File: config.mk
export PLATFORM = sky130hd
export DESIGN_NAME = decDivUnit
export DESIGN_NICKNAME = d
export VERILOG_FILES = /design/src/decDivPkg.sv /design/src/decDivCore.sv /design/src/decDivDecode.sv /design/src/decDivResult.sv /design/src/decDivUnit.sv
export SDC_FILE = /design/constraint.sdc
export NUM_CORES = 1
export LEC_CHECK = 0
export BUFFER_PORTS_ARGS = -buffer_cell sky130_fd_sc_hd__buf_2
export CAP_MARGIN = 15
export CORE_MARGIN = 10
export CORE_UTILIZATION = 45
export CTS_BUF_LIST = sky130_fd_sc_hd__clkbuf_16
export CTS_CLUSTER_DIAMETER = 150
export DETAILED_ROUTE_END_ITERATION = 10
export GPL_TIMING_DRIVEN = 0
export PLACE_DENSITY = 0.73
export SLEW_MARGIN = 15
export SYNTH_ARGS = -nofsm -noshare
export SYNTH_HDL_FRONTEND = slang
export SYNTH_HIERARCHICAL = 1
export SYNTH_SLANG_ARGS = --single-unit
export TNS_END_PERCENT = 100
File: constraint.sdc
create_clock -name clk -period 49.4 [get_ports clk]
set_input_delay 2.47 -clock clk [delete_from_list [all_inputs] [get_ports clk]]
set_output_delay 2.47 -clock clk [all_outputs]
set_load 0.05 [all_outputs]
File: src/decDivPkg.sv
/*
 * Shared types for the decimal divide unit: operand format, flags,
 * special-case kinds and the job records passed between stages.
 */

package decDivPkg;

	// ------------------------------
	// format constants
	// ------------------------------
	// default significand length in BCD digits
	parameter int NDIGITS = 7;
	// biased binary exponent, all ones marks inf or NaN
	parameter int EXP_W = 8;
	parameter int EXP_BIAS = 127;

	typedef logic [NDIGITS*4-1:0] bcdSig_t;
	typedef logic [EXP_W-1:0] decExp_t;
	// working exponent, wide enough for difference plus bias plus shifts
	typedef logic signed [10:0] wideExp_t;

	// value is d1.d2...dN * 10^(exp - bias)
	typedef struct packed {
		logic sign;
		decExp_t exp;
		bcdSig_t sig;
	} decFloat_t;

	typedef struct packed {
		logic invalid;
		logic divByZero;
		logic overflow;
		logic underflow;
	} divFlags_t;

	// which fixed value the result stage emits, spNone means a real quotient
	typedef enum logic [2:0] {
		spNone,
		spNan,
		spInvalid,
		spDivZero,
		spInf,
		spZero
	} specialKind_t;

	// ------------------------------
	// stage records
	// ------------------------------
	// decode to core, significands already normalized
	typedef struct packed {
		bcdSig_t sigA;
		bcdSig_t sigB;
		logic sign;
		wideExp_t exp;
		specialKind_t kind;
	} divJob_t;

	// core to result
	typedef struct packed {
		bcdSig_t quo;
		logic leadZero;
		logic sign;
		wideExp_t exp;
		specialKind_t kind;
	} divOut_t;

endpackage

File: src/decDivCore.sv
/*
 * Digit-serial restoring BCD divider. Produces DIGITS+1 quotient digits
 * by repeated ten's complement subtraction, then hands the top DIGITS on.
 */
`timescale 1ns/100ps

module decDivCore #(
	parameter int DIGITS = decDivPkg::NDIGITS
) (
	input logic clk,
	input logic rst,
	input logic jobValid,
	input decDivPkg::divJob_t job,
	output logic coreIdle,
	output logic outValid,
	output decDivPkg::divOut_t outJob,
	input logic resultReady
);

	// remainder and divisor carry one extra digit for the shift
	localparam int REM_W = (DIGITS + 1) * 4;
	localparam int CNT_W = $clog2(DIGITS + 1);

	typedef enum logic [1:0] {IDLE, DIVIDE, HOLD} coreState_t;

	// x - y in BCD, top bit is the carry out (set when x >= y)
	function automatic logic [REM_W:0] bcdSub(input logic [REM_W-1:0] x,
		input logic [REM_W-1:0] y);
		logic [REM_W-1:0] diff;
		logic carry;
		logic [4:0] s;
		carry = 1'b1;
		diff = '0;
		for (int i = 0; i <= DIGITS; i++) begin
			// add nine's complement digit, the initial carry makes it ten's
			s = {1'b0, x[i*4 +: 4]} + 5'd9 - {1'b0, y[i*4 +: 4]} + {4'd0, carry};
			if (s > 5'd9) begin
				diff[i*4 +: 4] = 4'(s - 5'd10);
				carry = 1'b1;
			end else begin
				diff[i*4 +: 4] = s[3:0];
				carry = 1'b0;
			end
		end
		return {carry, diff};
	endfunction

	coreState_t state;
	logic [REM_W-1:0] rem, divisor, quo;
	logic [3:0] qDigit;
	logic [CNT_W-1:0] digitCnt;
	logic [REM_W:0] subRes;
	logic [REM_W-1:0] quoNext;

	assign coreIdle = (state == IDLE);
	assign outValid = (state == HOLD);

	assign subRes = bcdSub(rem, divisor);
	// quotient with the finished digit appended
	assign quoNext = {quo[REM_W-5:0], qDigit};

	// ------------------------------
	// state machine and datapath
	// ------------------------------
	always_ff @(posedge clk) begin
		if (rst) begin
			state <= IDLE;
		end else begin
			case (state)
				IDLE: begin
					if (jobValid) begin
						outJob.sign <= job.sign;
						outJob.exp <= job.exp;
						outJob.kind <= job.kind;
						outJob.quo <= '0;
						outJob.leadZero <= 1'b0;
						rem <= {4'h0, job.sigA};
						divisor <= {4'h0, job.sigB};
						quo <= '0;
						qDigit <= 4'd0;
						digitCnt <= '0;
						// specials have nothing to divide
						state <= (job.kind == decDivPkg::spNone) ? DIVIDE : HOLD;
					end
				end
				DIVIDE: begin
					if (subRes[REM_W]) begin
						// remainder still covers the divisor
						rem <= subRes[REM_W-1:0];
						qDigit <= qDigit + 4'd1;
					end else begin
						// digit done, move on to the next position
						rem <= {rem[REM_W-5:0], 4'h0};
						quo <= quoNext;
						qDigit <= 4'd0;
						digitCnt <= digitCnt + 1'b1;
						if (digitCnt == CNT_W'(DIGITS)) begin
							// zero lead digit means the quotient is below one
							if (quoNext[REM_W-1 -: 4] == 4'h0) begin
								outJob.quo <= quoNext[REM_W-5:0];
								outJob.leadZero <= 1'b1;
							end else begin
								outJob.quo <= quoNext[REM_W-1:4];
								outJob.leadZero <= 1'b0;
							end
							state <= HOLD;
						end
					end
				end
				HOLD: begin
					if (resultReady)
						state <= IDLE;
				end
				default: state <= IDLE;
			endcase
		end
	end

endmodule

File: src/decDivDecode.sv
/*
 * Decode stage: queues incoming operand pairs, classifies the head entry
 * and normalizes its significands. Returns an input credit per pop.
 */
`timescale 1ns/100ps

module decDivDecode #(
	parameter int DIGITS = decDivPkg::NDIGITS,
	parameter int QUEUE_DEPTH = 2
) (
	input logic clk,
	input logic rst,
	input logic opValid,
	input decDivPkg::decFloat_t opA,
	input decDivPkg::decFloat_t opB,
	output logic opCredit,
	output logic jobValid,
	output decDivPkg::divJob_t job,
	input logic coreIdle
);

	localparam int PTR_W = (QUEUE_DEPTH > 1) ? $clog2(QUEUE_DEPTH) : 1;
	localparam int CNT_W = $clog2(QUEUE_DEPTH + 1);

	// count leading zero BCD digits, top digit first
	function automatic logic [7:0] leadZeros(input decDivPkg::bcdSig_t sig);
		logic [7:0] cnt;
		logic found;
		cnt = '0;
		found = 1'b0;
		for (int i = DIGITS - 1; i >= 0; i--) begin
			if (!found && sig[i*4 +: 4] == 4'd0)
				cnt = cnt + 8'd1;
			else
				found = 1'b1;
		end
		return cnt;
	endfunction

	decDivPkg::decFloat_t qA [QUEUE_DEPTH];
	decDivPkg::decFloat_t qB [QUEUE_DEPTH];
	logic [PTR_W-1:0] wrPtr, rdPtr;
	logic [CNT_W-1:0] count;
	logic pop;

	decDivPkg::decFloat_t headA, headB;
	logic aNan, bNan, aInf, bInf, aZero, bZero;
	logic [7:0] lzA, lzB;

	// ------------------------------
	// operand FIFO
	// ------------------------------
	assign jobValid = (count != '0);
	assign pop = jobValid && coreIdle;

	always_ff @(posedge clk) begin
		// sender only pushes while holding a credit, so there is always room
		if (opValid) begin
			qA[wrPtr] <= opA;
			qB[wrPtr] <= opB;
		end
		if (rst) begin
			wrPtr <= '0;
			rdPtr <= '0;
			count <= '0;
			opCredit <= 1'b0;
		end else begin
			if (opValid)
				wrPtr <= (wrPtr == PTR_W'(QUEUE_DEPTH - 1)) ? '0 : wrPtr + 1'b1;
			if (pop)
				rdPtr <= (rdPtr == PTR_W'(QUEUE_DEPTH - 1)) ? '0 : rdPtr + 1'b1;
			count <= count + CNT_W'(opValid) - CNT_W'(pop);
			// credit goes back the cycle after the entry leaves
			opCredit <= pop;
		end
	end

	// ------------------------------
	// classify head entry
	// ------------------------------
	assign headA = qA[rdPtr];
	assign headB = qB[rdPtr];

	assign aNan = (&headA.exp) && (headA.sig != '0);
	assign bNan = (&headB.exp) && (headB.sig != '0);
	assign aInf = (&headA.exp) && (headA.sig == '0);
	assign bInf = (&headB.exp) && (headB.sig == '0);
	// zero significand at any finite exponent is a zero
	assign aZero = !(&headA.exp) && (headA.sig == '0);
	assign bZero = !(&headB.exp) && (headB.sig == '0);

	assign lzA = leadZeros(headA.sig);
	assign lzB = leadZeros(headB.sig);

	always_comb begin
		job.sign = headA.sign ^ headB.sign;
		// shift out leading zeros, exponent drops by a's count and rises by b's
		job.sigA = headA.sig << {lzA, 2'b00};
		job.sigB = headB.sig << {lzB, 2'b00};
		job.exp = decDivPkg::wideExp_t'(headA.exp) - decDivPkg::wideExp_t'(headB.exp)
			+ decDivPkg::wideExp_t'(lzB) - decDivPkg::wideExp_t'(lzA)
			+ decDivPkg::wideExp_t'(decDivPkg::EXP_BIAS);

		// priority order matters here
		if (aNan || bNan)
			job.kind = decDivPkg::spNan;
		else if ((aZero && bZero) || (aInf && bInf))
			job.kind = decDivPkg::spInvalid;
		else if (bZero)
			job.kind = decDivPkg::spDivZero;
		else if (aInf)
			job.kind = decDivPkg::spInf;
		else if (aZero || bInf)
			job.kind = decDivPkg::spZero;
		else
			job.kind = decDivPkg::spNone;
	end

endmodule

File: src/decDivResult.sv
/*
 * Result stage: picks special values, finishes the exponent with range
 * checks, registers the result and sends it under output credits.
 */
`timescale 1ns/100ps

module decDivResult #(
	parameter int DIGITS = decDivPkg::NDIGITS,
	parameter int OUT_CREDITS = 2
) (
	input logic clk,
	input logic rst,
	input logic outValid,
	input decDivPkg::divOut_t outJob,
	output logic resultReady,
	input logic resCredit,
	output logic resValid,
	output decDivPkg::decFloat_t result,
	output decDivPkg::divFlags_t resFlags
);

	localparam int CRED_W = $clog2(OUT_CREDITS + 1);
	// all-ones exponent, reserved for inf and NaN
	localparam int EXP_TOP = (1 << decDivPkg::EXP_W) - 1;

	logic full;
	logic [CRED_W-1:0] credits;
	logic load;
	decDivPkg::wideExp_t expAdj;
	decDivPkg::decFloat_t resNext;
	decDivPkg::divFlags_t flagsNext;

	// send whenever a result waits and a credit is held
	assign resValid = full && (credits != '0);
	assign resultReady = !full || resValid;
	assign load = outValid && resultReady;

	// ------------------------------
	// value selection
	// ------------------------------
	always_comb begin
		// quotient below one costs a decade
		expAdj = outJob.exp - decDivPkg::wideExp_t'(outJob.leadZero);
		flagsNext = '0;
		resNext.sign = outJob.sign;
		resNext.exp = '1;
		resNext.sig = '0;
		case (outJob.kind)
			decDivPkg::spNan, decDivPkg::spInvalid: begin
				// quiet NaN, 1 followed by zeros, positive
				resNext.sign = 1'b0;
				resNext.sig = {4'h1, {(DIGITS - 1) * 4{1'b0}}};
				flagsNext.invalid = (outJob.kind == decDivPkg::spInvalid);
			end
			decDivPkg::spDivZero, decDivPkg::spInf: begin
				flagsNext.divByZero = (outJob.kind == decDivPkg::spDivZero);
			end
			decDivPkg::spZero: begin
				resNext.exp = '0;
			end
			default: begin
				if (expAdj >= EXP_TOP) begin
					// too large, becomes signed infinity
					flagsNext.overflow = 1'b1;
				end else if (expAdj <= 0) begin
					// too small, flush to zero
					resNext.exp = '0;
					flagsNext.underflow = 1'b1;
				end else begin
					resNext.exp = expAdj[decDivPkg::EXP_W-1:0];
					resNext.sig = outJob.quo;
				end
			end
		endcase
	end

	// ------------------------------
	// result register and credits
	// ------------------------------
	always_ff @(posedge clk) begin
		if (load) begin
			result <= resNext;
			resFlags <= flagsNext;
		end
		if (rst) begin
			full <= 1'b0;
			credits <= CRED_W'(OUT_CREDITS);
		end else begin
			if (load)
				full <= 1'b1;
			else if (resValid)
				full <= 1'b0;
			// a credit returned while sending leaves the count as is
			credits <= credits - CRED_W'(resValid) + CRED_W'(resCredit);
		end
	end

endmodule

File: src/decDivUnit.sv
/*
 * Top level of the decimal divide unit. Wires decode, core and result
 * together and sets the shared parameters.
 */
`timescale 1ns/100ps

module decDivUnit #(
	parameter int DIGITS = decDivPkg::NDIGITS,
	parameter int QUEUE_DEPTH = 2,
	parameter int OUT_CREDITS = 2
) (
	input logic clk,
	input logic rst,
	input logic opValid,
	input decDivPkg::decFloat_t opA,
	input decDivPkg::decFloat_t opB,
	output logic opCredit,
	input logic resCredit,
	output logic resValid,
	output decDivPkg::decFloat_t result,
	output decDivPkg::divFlags_t resFlags
);

	// decode to core
	logic jobValid;
	logic coreIdle;
	decDivPkg::divJob_t job;

	// core to result
	logic outValid;
	logic resultReady;
	decDivPkg::divOut_t outJob;

	decDivDecode #(
		.DIGITS(DIGITS),
		.QUEUE_DEPTH(QUEUE_DEPTH)
	) decode (
		.clk(clk), .rst(rst),
		.opValid(opValid), .opA(opA), .opB(opB), .opCredit(opCredit),
		.jobValid(jobValid), .job(job), .coreIdle(coreIdle)
	);

	decDivCore #(
		.DIGITS(DIGITS)
	) core (
		.clk(clk), .rst(rst),
		.jobValid(jobValid), .job(job), .coreIdle(coreIdle),
		.outValid(outValid), .outJob(outJob), .resultReady(resultReady)
	);

	decDivResult #(
		.DIGITS(DIGITS),
		.OUT_CREDITS(OUT_CREDITS)
	) res (
		.clk(clk), .rst(rst),
		.outValid(outValid), .outJob(outJob), .resultReady(resultReady),
		.resCredit(resCredit), .resValid(resValid),
		.result(result), .resFlags(resFlags)
	);

endmodule

== Word level (Yosys, flattened, before mapping) ==
Memories as Yosys holds them, arrays and structs flattened. A register that Yosys moved wholly into a read port is not among the register bits.
Cells that the tools add are included.

* Memories kept: 2
* Logic and storage cells: 273
* Bits of input ports: 78
* Flip-flop bits (word level): 190
* Output and inout port bits: 43
* RAM bits: 148

{| class="wikitable"
|+ Memory list
! memory !! depth !! width !! rd ports !! clocked after memory_dff !! wr ports !! RTL line !! RTL
|-
| decode.qA || 2 || 37 || 1 || 1 || 1 || decDivDecode.sv:40 || <nowiki>decDivPkg::decFloat_t qA [QUEUE_DEPTH];</nowiki>
|-
| decode.qB || 2 || 37 || 1 || 1 || 1 || decDivDecode.sv:41 || <nowiki>decDivPkg::decFloat_t qB [QUEUE_DEPTH];</nowiki>
|}

* Bitwise logic cells: 2
* Reduce and logical (&&, ||, !) cells: 78
* Shift operators: 2
* Equal/unequal tests: 12
* Magnitude comparators: 10
* Multiplexer cells: 87
* Add/subtract/negate cells: 56

{| class="wikitable"
|+ Operators by type and width
! kind !! number
|-
| 28-bit one-hot mux with 2 select lines || 2
|-
| 8-bit two-way mux || 13
|-
| 29-bit two-way mux || 3
|-
| 28-bit two-way mux || 3
|-
| 8-bit by 1-bit adder with 8-bit output (second input constant) || 10
|-
| 32-bit two-way mux || 2
|-
| 32-bit one-hot mux with 2 select lines || 1
|-
| 4-bit logical NOT || 15
|-
| 29-bit one-hot mux with 2 select lines || 1
|-
| 28-bit logical NOT || 2
|-
| 28-bit nonzero test || 2
|-
| 28-bit by 10-bit << shifter with 28-bit output || 2
|-
| 44-bit two-way mux || 1
|-
| 4-bit by 4-bit adder with 5-bit output (second input constant) || 8
|-
| 5-bit by 4-bit greater-than comparator with 1-bit output (second input constant) || 8
|-
| 4-bit two-way mux || 10
|-
| 36-bit two-way mux || 1
|-
| 5-bit by 1-bit adder with 5-bit output || 7
|-
| 5-bit by 4-bit subtractor with 5-bit output || 7
|-
| 1-bit two-way mux || 34
|-
| 4-bit subtractor (second input constant) || 8
|-
| 1-bit logical AND || 23
|-
| 3-bit two-way mux || 7
|-
| 8-bit one-hot mux with 2 select lines || 1
|-
| 41 further kinds || 76
|}

== Longest topological paths before layout ==
Gate-level depths: netlist (run 1).

* Depth after elaboration: 28
* Gate-level depth with buffers: 76
* Depth with buffers taken out: 74

== Modules after synthesis ==
The synthesis (run 1) kept the hierarchy.

{| class="wikitable"
|+ By module, submodules not included
! module !! sequential area each (sq um) !! cells each !! times used !! area an instance (sq um)
|-
| decDivDecode || 4564.4 || 718 || 1 || 9016.1
|-
| decDivCore || 4214.0 || 701 || 1 || 7996.4
|-
| decDivResult || 1291.2 || 161 || 1 || 2058.2
|}

== Worst setup path before layout (run 1) ==
Ideal clock, no wire load.

* Kind: flip-flop to flip-flop
* Start: reg core.rem[1]
* End: reg core/outJob[15] (netlist name)
* Buffers on the path: 0
* Stages on the path, launching flop included: 75
* Library setup time: 0.451 ns
* Period minus slack after synthesis: 16.320 ns
* Arrival: 15.869 ns
* Setup slack: 33.080 ns
* Data required time: 48.949 ns
* Cells stage by stage: edfxtp_1 inv_1 ha_1 inv_1 ha_1 inv_1 fa_1 ha_1 nand2b_1 a211oi_1 a21oi_1 fa_1 inv_1 ha_1 fa_1 inv_1 ha_1 nand2b_1 [39 not listed] inv_1 ha_1 inv_1 fa_1 ha_1 nand2_1 nand2_1 a2bb2oi_1 ha_1 inv_1 ha_1 xnor2_1 ha_1 a21boi_1 a211oi_2 nor2_1 a31oi_1 nor3_1

* Cells in the longest elaborated chain, start to end: 28

{| class="wikitable"
|+ Ends and longest elaborated chain
! item !! RTL line !! RTL
|-
| from (decl) || decDivCore.sv:49 || <nowiki>logic [REM_W-1:0] rem, divisor, quo;</nowiki>
|-
| from (signal assigned) || decDivCore.sv:77 || <nowiki>rem <= {4'h0, job.sigA};</nowiki>
|-
| from (signal assigned) || decDivCore.sv:89 || <nowiki>rem <= subRes[REM_W-1:0];</nowiki>
|-
| from (signal assigned) || decDivCore.sv:93 || <nowiki>rem <= {rem[REM_W-5:0], 4'h0};</nowiki>
|-
| 4-bit by 4-bit adder with 5-bit output || decDivCore.sv:36 || <nowiki>s = {1'b0, x[i*4 +: 4]} + 5'd9 - {1'b0, y[i*4 +: 4]} + {4'd0, carry};</nowiki>
|-
| 5-bit by 4-bit subtractor with 5-bit output || decDivCore.sv:36 ||
|-
| 5-bit by 1-bit adder with 5-bit output || decDivCore.sv:36 ||
|-
| 5-bit by 4-bit greater-than comparator with 1-bit output || decDivCore.sv:37 || <nowiki>if (s > 5'd9) begin</nowiki>
|-
| 1-bit two-way mux || decDivCore.sv:37 ||
|-
| 5-bit by 1-bit adder with 5-bit output || decDivCore.sv:36 ||
|-
| 5-bit by 4-bit greater-than comparator with 1-bit output || decDivCore.sv:37 ||
|-
| 1-bit two-way mux || decDivCore.sv:37 ||
|-
| [12 not listed] || n/a ||
|-
| 5-bit by 1-bit adder with 5-bit output || decDivCore.sv:36 ||
|-
| 5-bit by 4-bit greater-than comparator with 1-bit output || decDivCore.sv:37 ||
|-
| 1-bit two-way mux || decDivCore.sv:37 ||
|-
| 5-bit by 1-bit adder with 5-bit output || decDivCore.sv:36 ||
|-
| 5-bit by 4-bit greater-than comparator with 1-bit output || decDivCore.sv:37 ||
|-
| 1-bit two-way mux || decDivCore.sv:37 ||
|-
| 2-bit != test (no source line) || n/a ||
|-
| 5-bit AND reduction (no source line) || n/a ||
|}

No other way between the ends.
A chain may end at the register's enable or synchronous reset.

== Worst setup path in the final report (run 1) ==
* Start: reg core.rem[1]
* End: reg core/outJob[25] (netlist name)

* Cells in the longest elaborated chain, start to end: 28

{| class="wikitable"
|+ Ends and longest elaborated chain
! item !! RTL line
|-
| 4-bit by 4-bit adder with 5-bit output || decDivCore.sv:36
|-
| 5-bit by 4-bit subtractor with 5-bit output || decDivCore.sv:36
|-
| 5-bit by 1-bit adder with 5-bit output || decDivCore.sv:36
|-
| 5-bit by 4-bit greater-than comparator with 1-bit output || decDivCore.sv:37
|-
| 1-bit two-way mux || decDivCore.sv:37
|-
| 5-bit by 1-bit adder with 5-bit output || decDivCore.sv:36
|-
| 5-bit by 4-bit greater-than comparator with 1-bit output || decDivCore.sv:37
|-
| 1-bit two-way mux || decDivCore.sv:37
|-
| [12 not listed] || n/a
|-
| 5-bit by 1-bit adder with 5-bit output || decDivCore.sv:36
|-
| 5-bit by 4-bit greater-than comparator with 1-bit output || decDivCore.sv:37
|-
| 1-bit two-way mux || decDivCore.sv:37
|-
| 5-bit by 1-bit adder with 5-bit output || decDivCore.sv:36
|-
| 5-bit by 4-bit greater-than comparator with 1-bit output || decDivCore.sv:37
|-
| 1-bit two-way mux || decDivCore.sv:37
|-
| 2-bit != test (no source line) || n/a
|-
| 5-bit AND reduction (no source line) || n/a
|}

No other way between the ends.

==> results.md, run 1 <==
- H-tree depth: 2
- Top cell type by total area after synthesis: edfxtp_1
- Worst-path clk slew: around 0.060 ns
- Outcome: finished clean
- PostCTS Resize Cnt: 0
- Critical Path Fanout Max: 12
- Final cell count without fillers: 2323
- Max Fclk: a little under 60 MHz
- HP Start: decode/rdPtr
- Mux contribution to synthesized area: 7.24%
- Worst path required time: 49.67 ns
- Worst path bufs/invs: 17
- Initial antenna violation count: 0
- Cell Rows: 75
- Io pins: 121
- Die height: 226 um
- Min cycle time layout: ~17 ns
- Max cap viols: 0
- GRT Overall Usage: 18.1%
- Worst skew pair latency: 0.57 ns
- Synth Area in Compound Gates: 10.6%
- Peak VDD IR: ~0.046 mV
- Unrepaired setup endpoints after global routing: no
- Min-delay worst type: register to register
- First-pass GRT wire length: a little over 70 mm
- Cell mode on critical path: ha_1
- I/O Buffers: 120
- Pre-antenna DRT Iters: 5
- Proportion of layout cells with a drive suffix above 1: 18.2%
- Post-synth cell types: 90
- Share of the synthesized area in the top cell type: 51.6%
- Die span in x: ~230 um
- CTS tree: yes
- Cell leakage power: 8.52 nW
- Gr ovfl total: 0
- Crit-path slowest cell: nor3_2
- Largest family of logic cells by synthesized area: simple AND/OR/NAND/NOR gates
- Final setup fails: 0
- Fin crit share: about a third
- Reg2reg start: core/rem[1]
- Bufs on Longest Clock Path: 3
- Main synth FF type: edfxtp_1
- Hpwl dp: 35.7 mm
- Crit-path max cell delay: ~0.64 ns
- GPL Wtd Cong: between 0.9 and 1
- Syn Area/Cell: 12.1 um^2
- Mapped Area: around 0.019 mm^2
- Vias: 13200
- Sum of negative setup slack: 0 ns
- Setup Crit Path Kind: register to register
- Core Area: ~0.042 mm^2
- Number of synthesized flops with an enable pin: about 330
- Post-Route WL: 46.5 mm
- Cell family with most CP delay: adder cells
- Final setup skew: 0.0430 ns
- CP Depth: 71
- Die area: 0.0510 mm^2
- Synth Area in XOR/XNOR: ~2.4%
- Reg2Reg Capture Point: core/outJob[25]
- Worst Max-Slew Pin Slew: ~1.0 ns
- Top post-synthesis cells by area: edfxtp_1 52%, ha_1 6.0%, mux4_2 3.8%, nand2_1 2.5%, mux2i_1 2.4%
- Syn. warnings: 6
- Inst Count DP: 2256
- Gate Count Post-Synth: between 1500 and 2000
- Vias per cell: 5.70
- Post-Synth Adder-Cell Area: under 10%
- Power Density: ~75 mW/mm^2
- Area grow syn2layout: 13.9%
- Number of remaining DRC errors: 0
- Final Max Slew Viols: 0
- Slew headroom: 32.4%
- Nets@finish: 1948
- Vias in the first global route: about 13000
- Postcts setup bufs: 0
- Register bit total from synthesis: about 340
- Largest net degree at the start of global routing: roughly 60
- Critical path arrival: 17.62 ns
- CTS Hold Buffers Added: 0
- Starting Density: 45.5%
- CTS root buffer: clkbuf_16
- # fillers: roughly 3600
- R2R Setup Slk: between 30 and 40 ns
- Crit path launch type: register
- Async S/R FF share, synth: 0%
- Number of DRC markers in iteration 0: ~1100
- Post-synthesis sequential area ratio: 52.8%
- Clock sinks: 339
- Simple-gate share of the synthesized area: between 10 and 15%
- Crit end category: register
- Final hold viol count: 0
- Routed wire length per instance: between 20 and 25 um
- Antenna Nets Post-Route: 0
- Crit path from: core/rem[1]
- CP endpoint: core/outJob[25]
- Diodes inserted: 0
- Number of buffers created by CTS: 37
- Total power: ~0.0016 W
- R2R depth: 71
[where the power goes]
| group | total, W | switching, W | internal [W] |
|---|---|---|---|
| Sequential | 0.000439 | 0.0000335 | 0.000405 |
| Clock | 0.000263 | 0.000114 | 0.000149 |
| Combinational | 0.000924 | 0.000537 | 0.000387 |
| Total | 0.00163 | 0.000685 | 0.000941 |
[logic make-up (layout without fill, tap and decap cells)]
| family | Yosys count | count (layout) |
|---|---|---|
| multiplexers | 94 | 94 |
| XOR/XNOR | 53 | 53 |
| AO/OA/AOI/OAI | 286 | 286 |
| flip-flops | 339 | 339 |
| adder cells (fa/ha/maj) | 114 | 114 |
| other | 2 | 4 |
| buffers and inverters | 180 | 382 |
| AND/OR/NAND/NOR | 512 | 512 |
[stage by stage]
step	setup slack [ns]	cell area (um^2)	utilization, %	hold WS [ns]
floorplan	33.08	19100	-	0.470
global placement	30.63	20400	48.5	0.486
detailed placement	32.11	20600	49.0	0.492
CTS	32.07	21700	51.8	0.513
global route	30.74	21700	51.8	0.539
finish	32.05	21700	51.8	0.514
[worst min-delay path, delay by kind of cell, from the launching register on]
kind | cells | cell delay, ns
AND/OR/NAND/NOR | 1 | 0.08
XOR/XNOR | 1 | 0.08
flip-flops | 1 | 0.32
[layout by cell type, fill, tap and decap left out, types with 16 or more instances in the layout]
cell / synthesis / layout
inv_1: 118 / 129
nor2_1: 77 / 77
o21ai_0: 28 / 28
ha_1: 92 / 92
o31ai_1: 20 / 20
a21oi_1: 86 / 86
nand2b_1: 21 / 21
nand3_1: 32 / 32
nand2_1: 128 / 128
clkbuf_1: 27 / 27
clkbuf_16: 0 / 37
nor4_1: 21 / 21
a211oi_1: 23 / 23
and3_1: 19 / 19
and2_1: 67 / 64
mux4_2: 32 / 32
fa_1: 22 / 22
edfxtp_1: 328 / 328
nor3_1: 51 / 49
mux2i_1: 45 / 45
xor2_1: 20 / 20
xnor2_1: 33 / 33
buf_2: 21 / 143
a21o_1: 16 / 16
[final cells by class]
type / count / area (um^2) / share of cell area [%]
Sequential cell: 339 / 10100 / 46.4
Multi-Input combinational cell: 1063 / 8280 / 38.1
Clock buffer: 37 / 926 / 4.26
Timing Repair Buffer: 135 / 773 / 3.56
Tap cell: 539 / 674 / 3.10
Inverter: 119 / 447 / 2.06
Buffer: 61 / 315 / 1.45
Clock inverter: 30 / 241 / 1.11
[flip-flops by register name (all words and copies together) (netlist names), 28 cells and up, named ones only]
signal,cells
core/divisor,28
decode/qB,74
core/outJob,44
res/result,37
decode/qA,74
core/rem,32
core/quo,28
[worst min-delay path by stage]
stage | end | slack (ns) | cells after the start
finish | decode/rdPtr | 0.51 | 2
detailed placement | register | 0.49 | 2
global placement | decode/rdPtr | 0.49 | 2
floorplan | res/credits[1] | 0.47 | 2
global route | res/result[22] | 0.54 | 1
CTS | register | 0.51 | 2
[synthesized netlist by cell type (8+ instances only)]
cell type / n
clkbuf_1: 27
or4_1: 11
inv_1: 118
o21ai_0: 28
mux2_2: 15
edfxtp_1: 328
a22oi_1: 8
o31ai_1: 20
xnor2_1: 33
mux4_2: 32
a211o_1: 9
a211oi_1: 23
nor3b_1: 10
mux2i_1: 45
nand2b_1: 21
and2_1: 67
a221o_1: 9
xor2_1: 20
nor4_1: 21
buf_2: 21
nor2b_1: 16
buf_4: 8
a21o_1: 16
a31oi_1: 9
dfxtp_1: 11
nor3_1: 51
fa_1: 22
a21oi_1: 86
nand2_1: 128
nor2_1: 77
nand3_1: 32
and3_1: 19
ha_1: 92
[per-layer routing]
metal  wire length, um  vias to the layer above  track usage [%]
li1                  -                     6257                -
met1             19200                     6390             22.6
met2             22200                      507             29.7
met3              3380                       93             3.88
met4              1710                        0             7.76
met5                 0                        -                0
Note: power is estimated with default switching activity, not from simulation.
==> inputs of run 2 (changes only) <==
Clock period 49.4 ns to 17.81 ns, I/O delays scaled along.
==> results.md, run 2 (synthesis gave the netlist of run 1 again) <==
- Total power: 0.00458 W
- Slew headroom: 31.8%
- Most frequent cells in the layout: 328 x edfxtp_1, 143 x buf_2, 129 x inv_1
- Die span in x: 226 um
- R2R depth: 75
- Initial antenna violation count: 0
- Crit-path max cell delay: about 0.55 ns
- Diodes inserted: 0
- Sw Share: 42.4%
- Die area: 0.0510 mm^2
- Crit-path slowest cell: fa_1
- First-pass GRT wire length: 72.5 mm
- Routed wire length per instance: ~20 um
- Setup Crit Path Kind: register to register
- Final setup skew: 0.0423 ns
- Proportion of layout cells with a drive suffix above 1: 18.7%
- Cell mode on critical path: ha_1
- Part of the power in the clock network: 15.9%
- CTS tree: yes
- Worst skew pair latency: 0.57 ns
- Hpwl dp: 35.7 mm
- Multi-input logic area: about 0.0083 mm^2
- Worst-path clk slew: 0.06 ns
- Final instance area: 0.0218 mm^2
- Final setup fails: 0
- Critical Path Fanout Max: 12
- Commonest non-fill, non-tap cell in the layout: edfxtp_1
- Peak VDD IR: about 0.14 mV
- Sequential cell area: 0.0101 mm^2
- Io pins: ~120
- Cell leakage power: 8.56 nW
- I/O Buffers: 120
- Unrepaired setup endpoints after global routing: no
- Crit path launch type: register
- H-tree depth: 2
- Final hold viol count: 0
- Pint: approximately 0.0026 W
- GRT Overall Usage: 18.1%
- Min cycle time layout: about 17 ns
- Final Max Slew Viols: 0
- Comb power frac: 57.5%
- Starting Density: 45.5%
- Max cap viols: 0
- # fillers: 3544
- Pre-CTS setup slack: 0.521 ns
- Final setup margin: 1.10 ns
- P_sw: 0.00194 W
- Number of remaining DRC errors: 0
- Area grow syn2layout: 14.4%
- Crit end category: register
- Worst Max-Slew Pin Slew: 1.01 ns
- Final cell count without fillers: 2329
- Core Util, Final: between 50% and 60%
- Vias per cell: between 5 and 6
- Nets@finish: 1954
- Vias: 13400
- Area after DPL: 0.0206 mm^2
- Pre-antenna DRT Iters: 5
- Core Area: around 0.042 mm^2
- Largest net degree at the start of global routing: 59
- Post-Route WL: 47.0 mm
- Min-delay worst type: input port to register
- Gr ovfl total: 0
- Max Fclk: between 50 and 60 MHz
- Fin crit share: 93.8%
- Number of DRC markers in iteration 0: 1199
- Outcome: finished clean
- Power Density: ~210 mW/mm^2
- Vias in the first global route: 13300
- Antenna Nets Post-Route: 0
- Bufs on Longest Clock Path: 3
- Top Registers: decode/qA x74, decode/qB x74, core/outJob x44
- GPL Wtd Cong: 0.951
- Hold Path Depth: 1
- Number of buffers created by CTS: 37
- Inst Count DP: between 2000 and 2500
- Critical path arrival: ~17 ns
- Sequential power share: 26.6%
- Cell Rows: 75
- Die height: between 200 and 250 um
- CTS root buffer: clkbuf_16
- Worst path required time: 18.08 ns
- Clock sinks: 339
## run 2: repair_timing
item	in CTS	in global routing
endpoints found under the setup margin	0	98
endpoints found under the hold margin	0	0
hold buffers	0	0
resized for setup	0	9
setup buffers	0	5
## run 2: power groups by stage
stage	sequential (W)	clock [W]	combinational, W
after CTS	0.00122	0.000749	0.00255
after global placement	0.00124	0	0.00242
after detailed placement	0.00123	0	0.00254
final	0.00122	0.000730	0.00263
after floorplan	0.00121	0	0.00190
after global routing	0.00123	0.000781	0.00289
## run 2: final cells by class
cell class / count / area share [%]
plain buffers: 61 / 1.45
clock buffers: 37 / 4.24
clock inverters: 30 / 1.11
inverters: 119 / 2.05
multi-input cells: 1064 / 38.1
flip-flops and latches: 339 / 46.2
well taps: 539 / 3.09
repair buffers: 140 / 3.77
## run 2: per-stage QoR
step | setup TNS (ns) | hold WS, ns
6_report | 0 | 0.507
5_1_grt | 0 | 0.485
4_1_cts | 0 | 0.475
3_5_place_dp | 0 | 0.492
3_3_place_gp | -27.83 | 0.486
2_1_floorplan | 0 | 0.470
## run 2: final timing paths
| check | from | to | slack [ns] |
|---|---|---|---|
| max reg2reg | core/rem[1] | core/outJob[25] | 1.10 |
| max | core/rem[1] | core/outJob[25] | 1.10 |
| min reg2reg | decode/rdPtr | decode/rdPtr | 0.51 |
| min | opA[33] | decode/qA[1][33] | 0.51 |
## run 2: per-layer routing
metal	vias up	track usage, %	wire length (um)	part of all wire (%)
met5	-	0	0	0
met4	0	7.76	1690	3.6
met3	92	3.88	3290	7.0
met2	499	29.7	22500	48
met1	6530	22.6	19500	42
li1	6273	-	-	-
## run 2: critical path: cells and delay by family, from the launching register on
kind | cells | cell delay (ns)
xor gates and xnor gates | 1 | 0.22
AOI/OAI and AO/OA | 11 | 2.83
adders and majority gates | 31 | 9.15
buffers and inverters | 19 | 1.83
and+or+nand+nor | 13 | 1.95
DFF | 1 | 0.43
==> inputs of run 3 (changes only) <==
--- a/config.mk
+++ b/config.mk
@@ -11,3 +11,2 @@
 export CORE_UTILIZATION = 45
-export CTS_BUF_LIST = sky130_fd_sc_hd__clkbuf_16
 export CTS_CLUSTER_DIAMETER = 150
--- a/constraint.sdc
+++ b/constraint.sdc
@@ -3,2 +3,2 @@
 set_output_delay 0.8905 -clock clk [all_outputs]
-set_load 0.05 [all_outputs]
+set_load 0.01 [all_outputs]
==> results.md, run 3 (synthesis gave the netlist of run 1 again) <==
- Final Max Slew Viols: 0
- Pre-CTS setup slack: 0.521 ns
- Outcome: finished clean
- Initial antenna violation count: 0
- Pre-antenna DRT Iters: 5
- Reg2Reg Capture Point: core/outJob[25]
- CTS root buffer: clkbuf_16
- Number of DRC markers in iteration 0: approximately 1200
- Final setup fails: 0
- CTS tree: yes
- First-pass GRT wire length: 72.5 mm
- Cell leakage power: 8.52 nW
- Final setup margin: 1.15 ns
- # fillers: 3542
- Core Util, Final: about 52%
- Sw Share: 42.1%
- Final hold viol count: 0
- Inst Count DP: around 2300
- Sequential power share: 26.5%
- Worst-path clk slew: 0.06 ns
- Die area: 0.0510 mm^2
- Clock sinks: roughly 340
- I/O Buffers: between 100 and 150
- Min-delay worst type: input port to register
- Top Registers: decode/qA x74, decode/qB x74, core/outJob x44
- Power Density: 210 mW/mm^2
- Final instance area: about 0.022 mm^2
- Die span in x: 226 um
- R2R depth: 75
- Unrepaired setup endpoints after global routing: no
- Vias in the first global route: roughly 13000
- Gr ovfl total: 0
- Post-Route WL: 47.0 mm
- Crit-path max cell delay: 0.55 ns
- Crit path launch type: register
- Worst path required time: 18.08 ns
- Setup Crit Path Kind: register to register
- Comb power frac: 57.2%
- Critical Path Fanout Max: 12
- Critical path arrival: 16.93 ns
- Worst hold endpoint: decode/qA[1][33]
- Number of buffers created by CTS: 37
- Hpwl dp: 35.7 mm
- Pint: ~0.0027 W
- Proportion of layout cells with a drive suffix above 1: 18.8%
- Number of remaining DRC errors: 0
- Reg2reg start: core/rem[1]
- Diodes inserted: 0
- Crit-path slowest cell: fa_1
- Area grow syn2layout: 14.5%
- Crit path from: core/rem[1]
- P_sw: 0.00193 W
- Nets@finish: 1954
- Min cycle time layout: 16.66 ns
- HP Start: opA[33]
- Bufs on Longest Clock Path: 3
- Crit end category: register
- Io pins: 121
- Vias: 13400
- Max cap viols: 0
- Largest net degree at the start of global routing: 59
- Die height: 226 um
- Final cell count without fillers: around 2300
- Slew headroom: about a third
- GPL Wtd Cong: 0.951
- Worst Max-Slew Pin Slew: 1.02 ns
- CTS Hold Buffers Added: 0
- Vias per cell: approximately 5.7
- Cell mode on critical path: ha_1
- GRT Overall Usage: 18.1%
- R2R Setup Slk: 1.15 ns
- Cell Rows: 75
- Core Area: 0.0419 mm^2
- Commonest non-fill, non-tap cell in the layout: edfxtp_1
- Most frequent cells in the layout: 328 x edfxtp_1, 143 x buf_2, 128 x nand2_1
- Peak VDD IR: ~0.14 mV
- Part of the power in the clock network: ~16%
- H-tree depth: 2
- Worst skew pair latency: 0.57 ns
- Routed wire length per instance: 20.2 um
- Final setup skew: ~0.042 ns
- Max Fclk: between 60 and 70 MHz
- Area after DPL: just over 0.02 mm^2
- Fin crit share: between 90 and 100%
- Hold Path Depth: 1
- Antenna Nets Post-Route: 0
- Starting Density: 45.5%
[run 3: cell count changes in the layout (fill, tap and decap cells not counted), sizes merged]
cell and delta:
clkbuf +13, inv -11, clkinv -2
[run 3: stage by stage]
step / setup TNS, ns / power, W / hold slack, ns
final: 0 / 0.00459 / 0.506
after global routing: 0 / 0.00491 / 0.485
after CTS: 0 / 0.00453 / 0.475
after detailed placement: 0 / 0.00376 / 0.492
after global placement: -27.83 / 0.00366 / 0.486
after floorplan: 0 / 0.00310 / 0.470
[run 3: how the worst max path moves through the flow]
stage | to | slack [ns] | cells after the start
6_report | core/outJob[25] | 1.15 | 75
5_1_grt | core/outJob[25] | 0.007 | 75
4_1_cts | core/outJob[22] | 0.48 | 71
3_5_place_dp | core/outJob[16] | 0.52 | 71
3_3_place_gp | core/outJob[17] | -0.96 | 70
2_1_floorplan | core/outJob[15] | 1.49 | 74
[run 3: worst max-delay path, delay by kind of cell, from the launching register on]
kind | cells | cell delay [ns]
compound gates | 11 | 2.82
xor+xnor | 1 | 0.22
fa+ha+maj | 31 | 9.15
buf+inv | 19 | 1.82
flops | 1 | 0.43
simple gates | 13 | 1.92
[run 3: power by group through the flow]
stage	Sequential (W)	Clock (W)	Combinational (W)
final	0.00122	0.000745	0.00262
after CTS	0.00122	0.000763	0.00255
after global placement	0.00124	0	0.00242
after floorplan	0.00120	0	0.00190
after detailed placement	0.00123	0	0.00253
after global routing	0.00123	0.000796	0.00289
[run 3: cell type report]
cell class	instances	area [um^2]	share of cell area, %
Clock buffer	50	995	4.56
Timing Repair Buffer	140	823	3.77
Clock inverter	17	193	0.882
Multi-Input combinational cell	1064	8320	38.1
Sequential cell	339	10100	46.1
Buffer	61	315	1.44
Inverter	119	447	2.05
Tap cell	539	674	3.09
[run 3: repair_timing]
item,4_1_cts,5_1_grt
setup endpoints to repair,0,98
gates resized for setup,0,9
setup buffers,0,5
[run 3: routing by layer]
layer | share of wire [%] | track usage [%] | vias up
met5 | 0 | 0 | -
met2 | 48 | 29.8 | 525
met1 | 41 | 22.6 | 6467
met4 | 3.7 | 7.76 | 0
li1 | - | - | 6275
met3 | 7.1 | 3.88 | 110
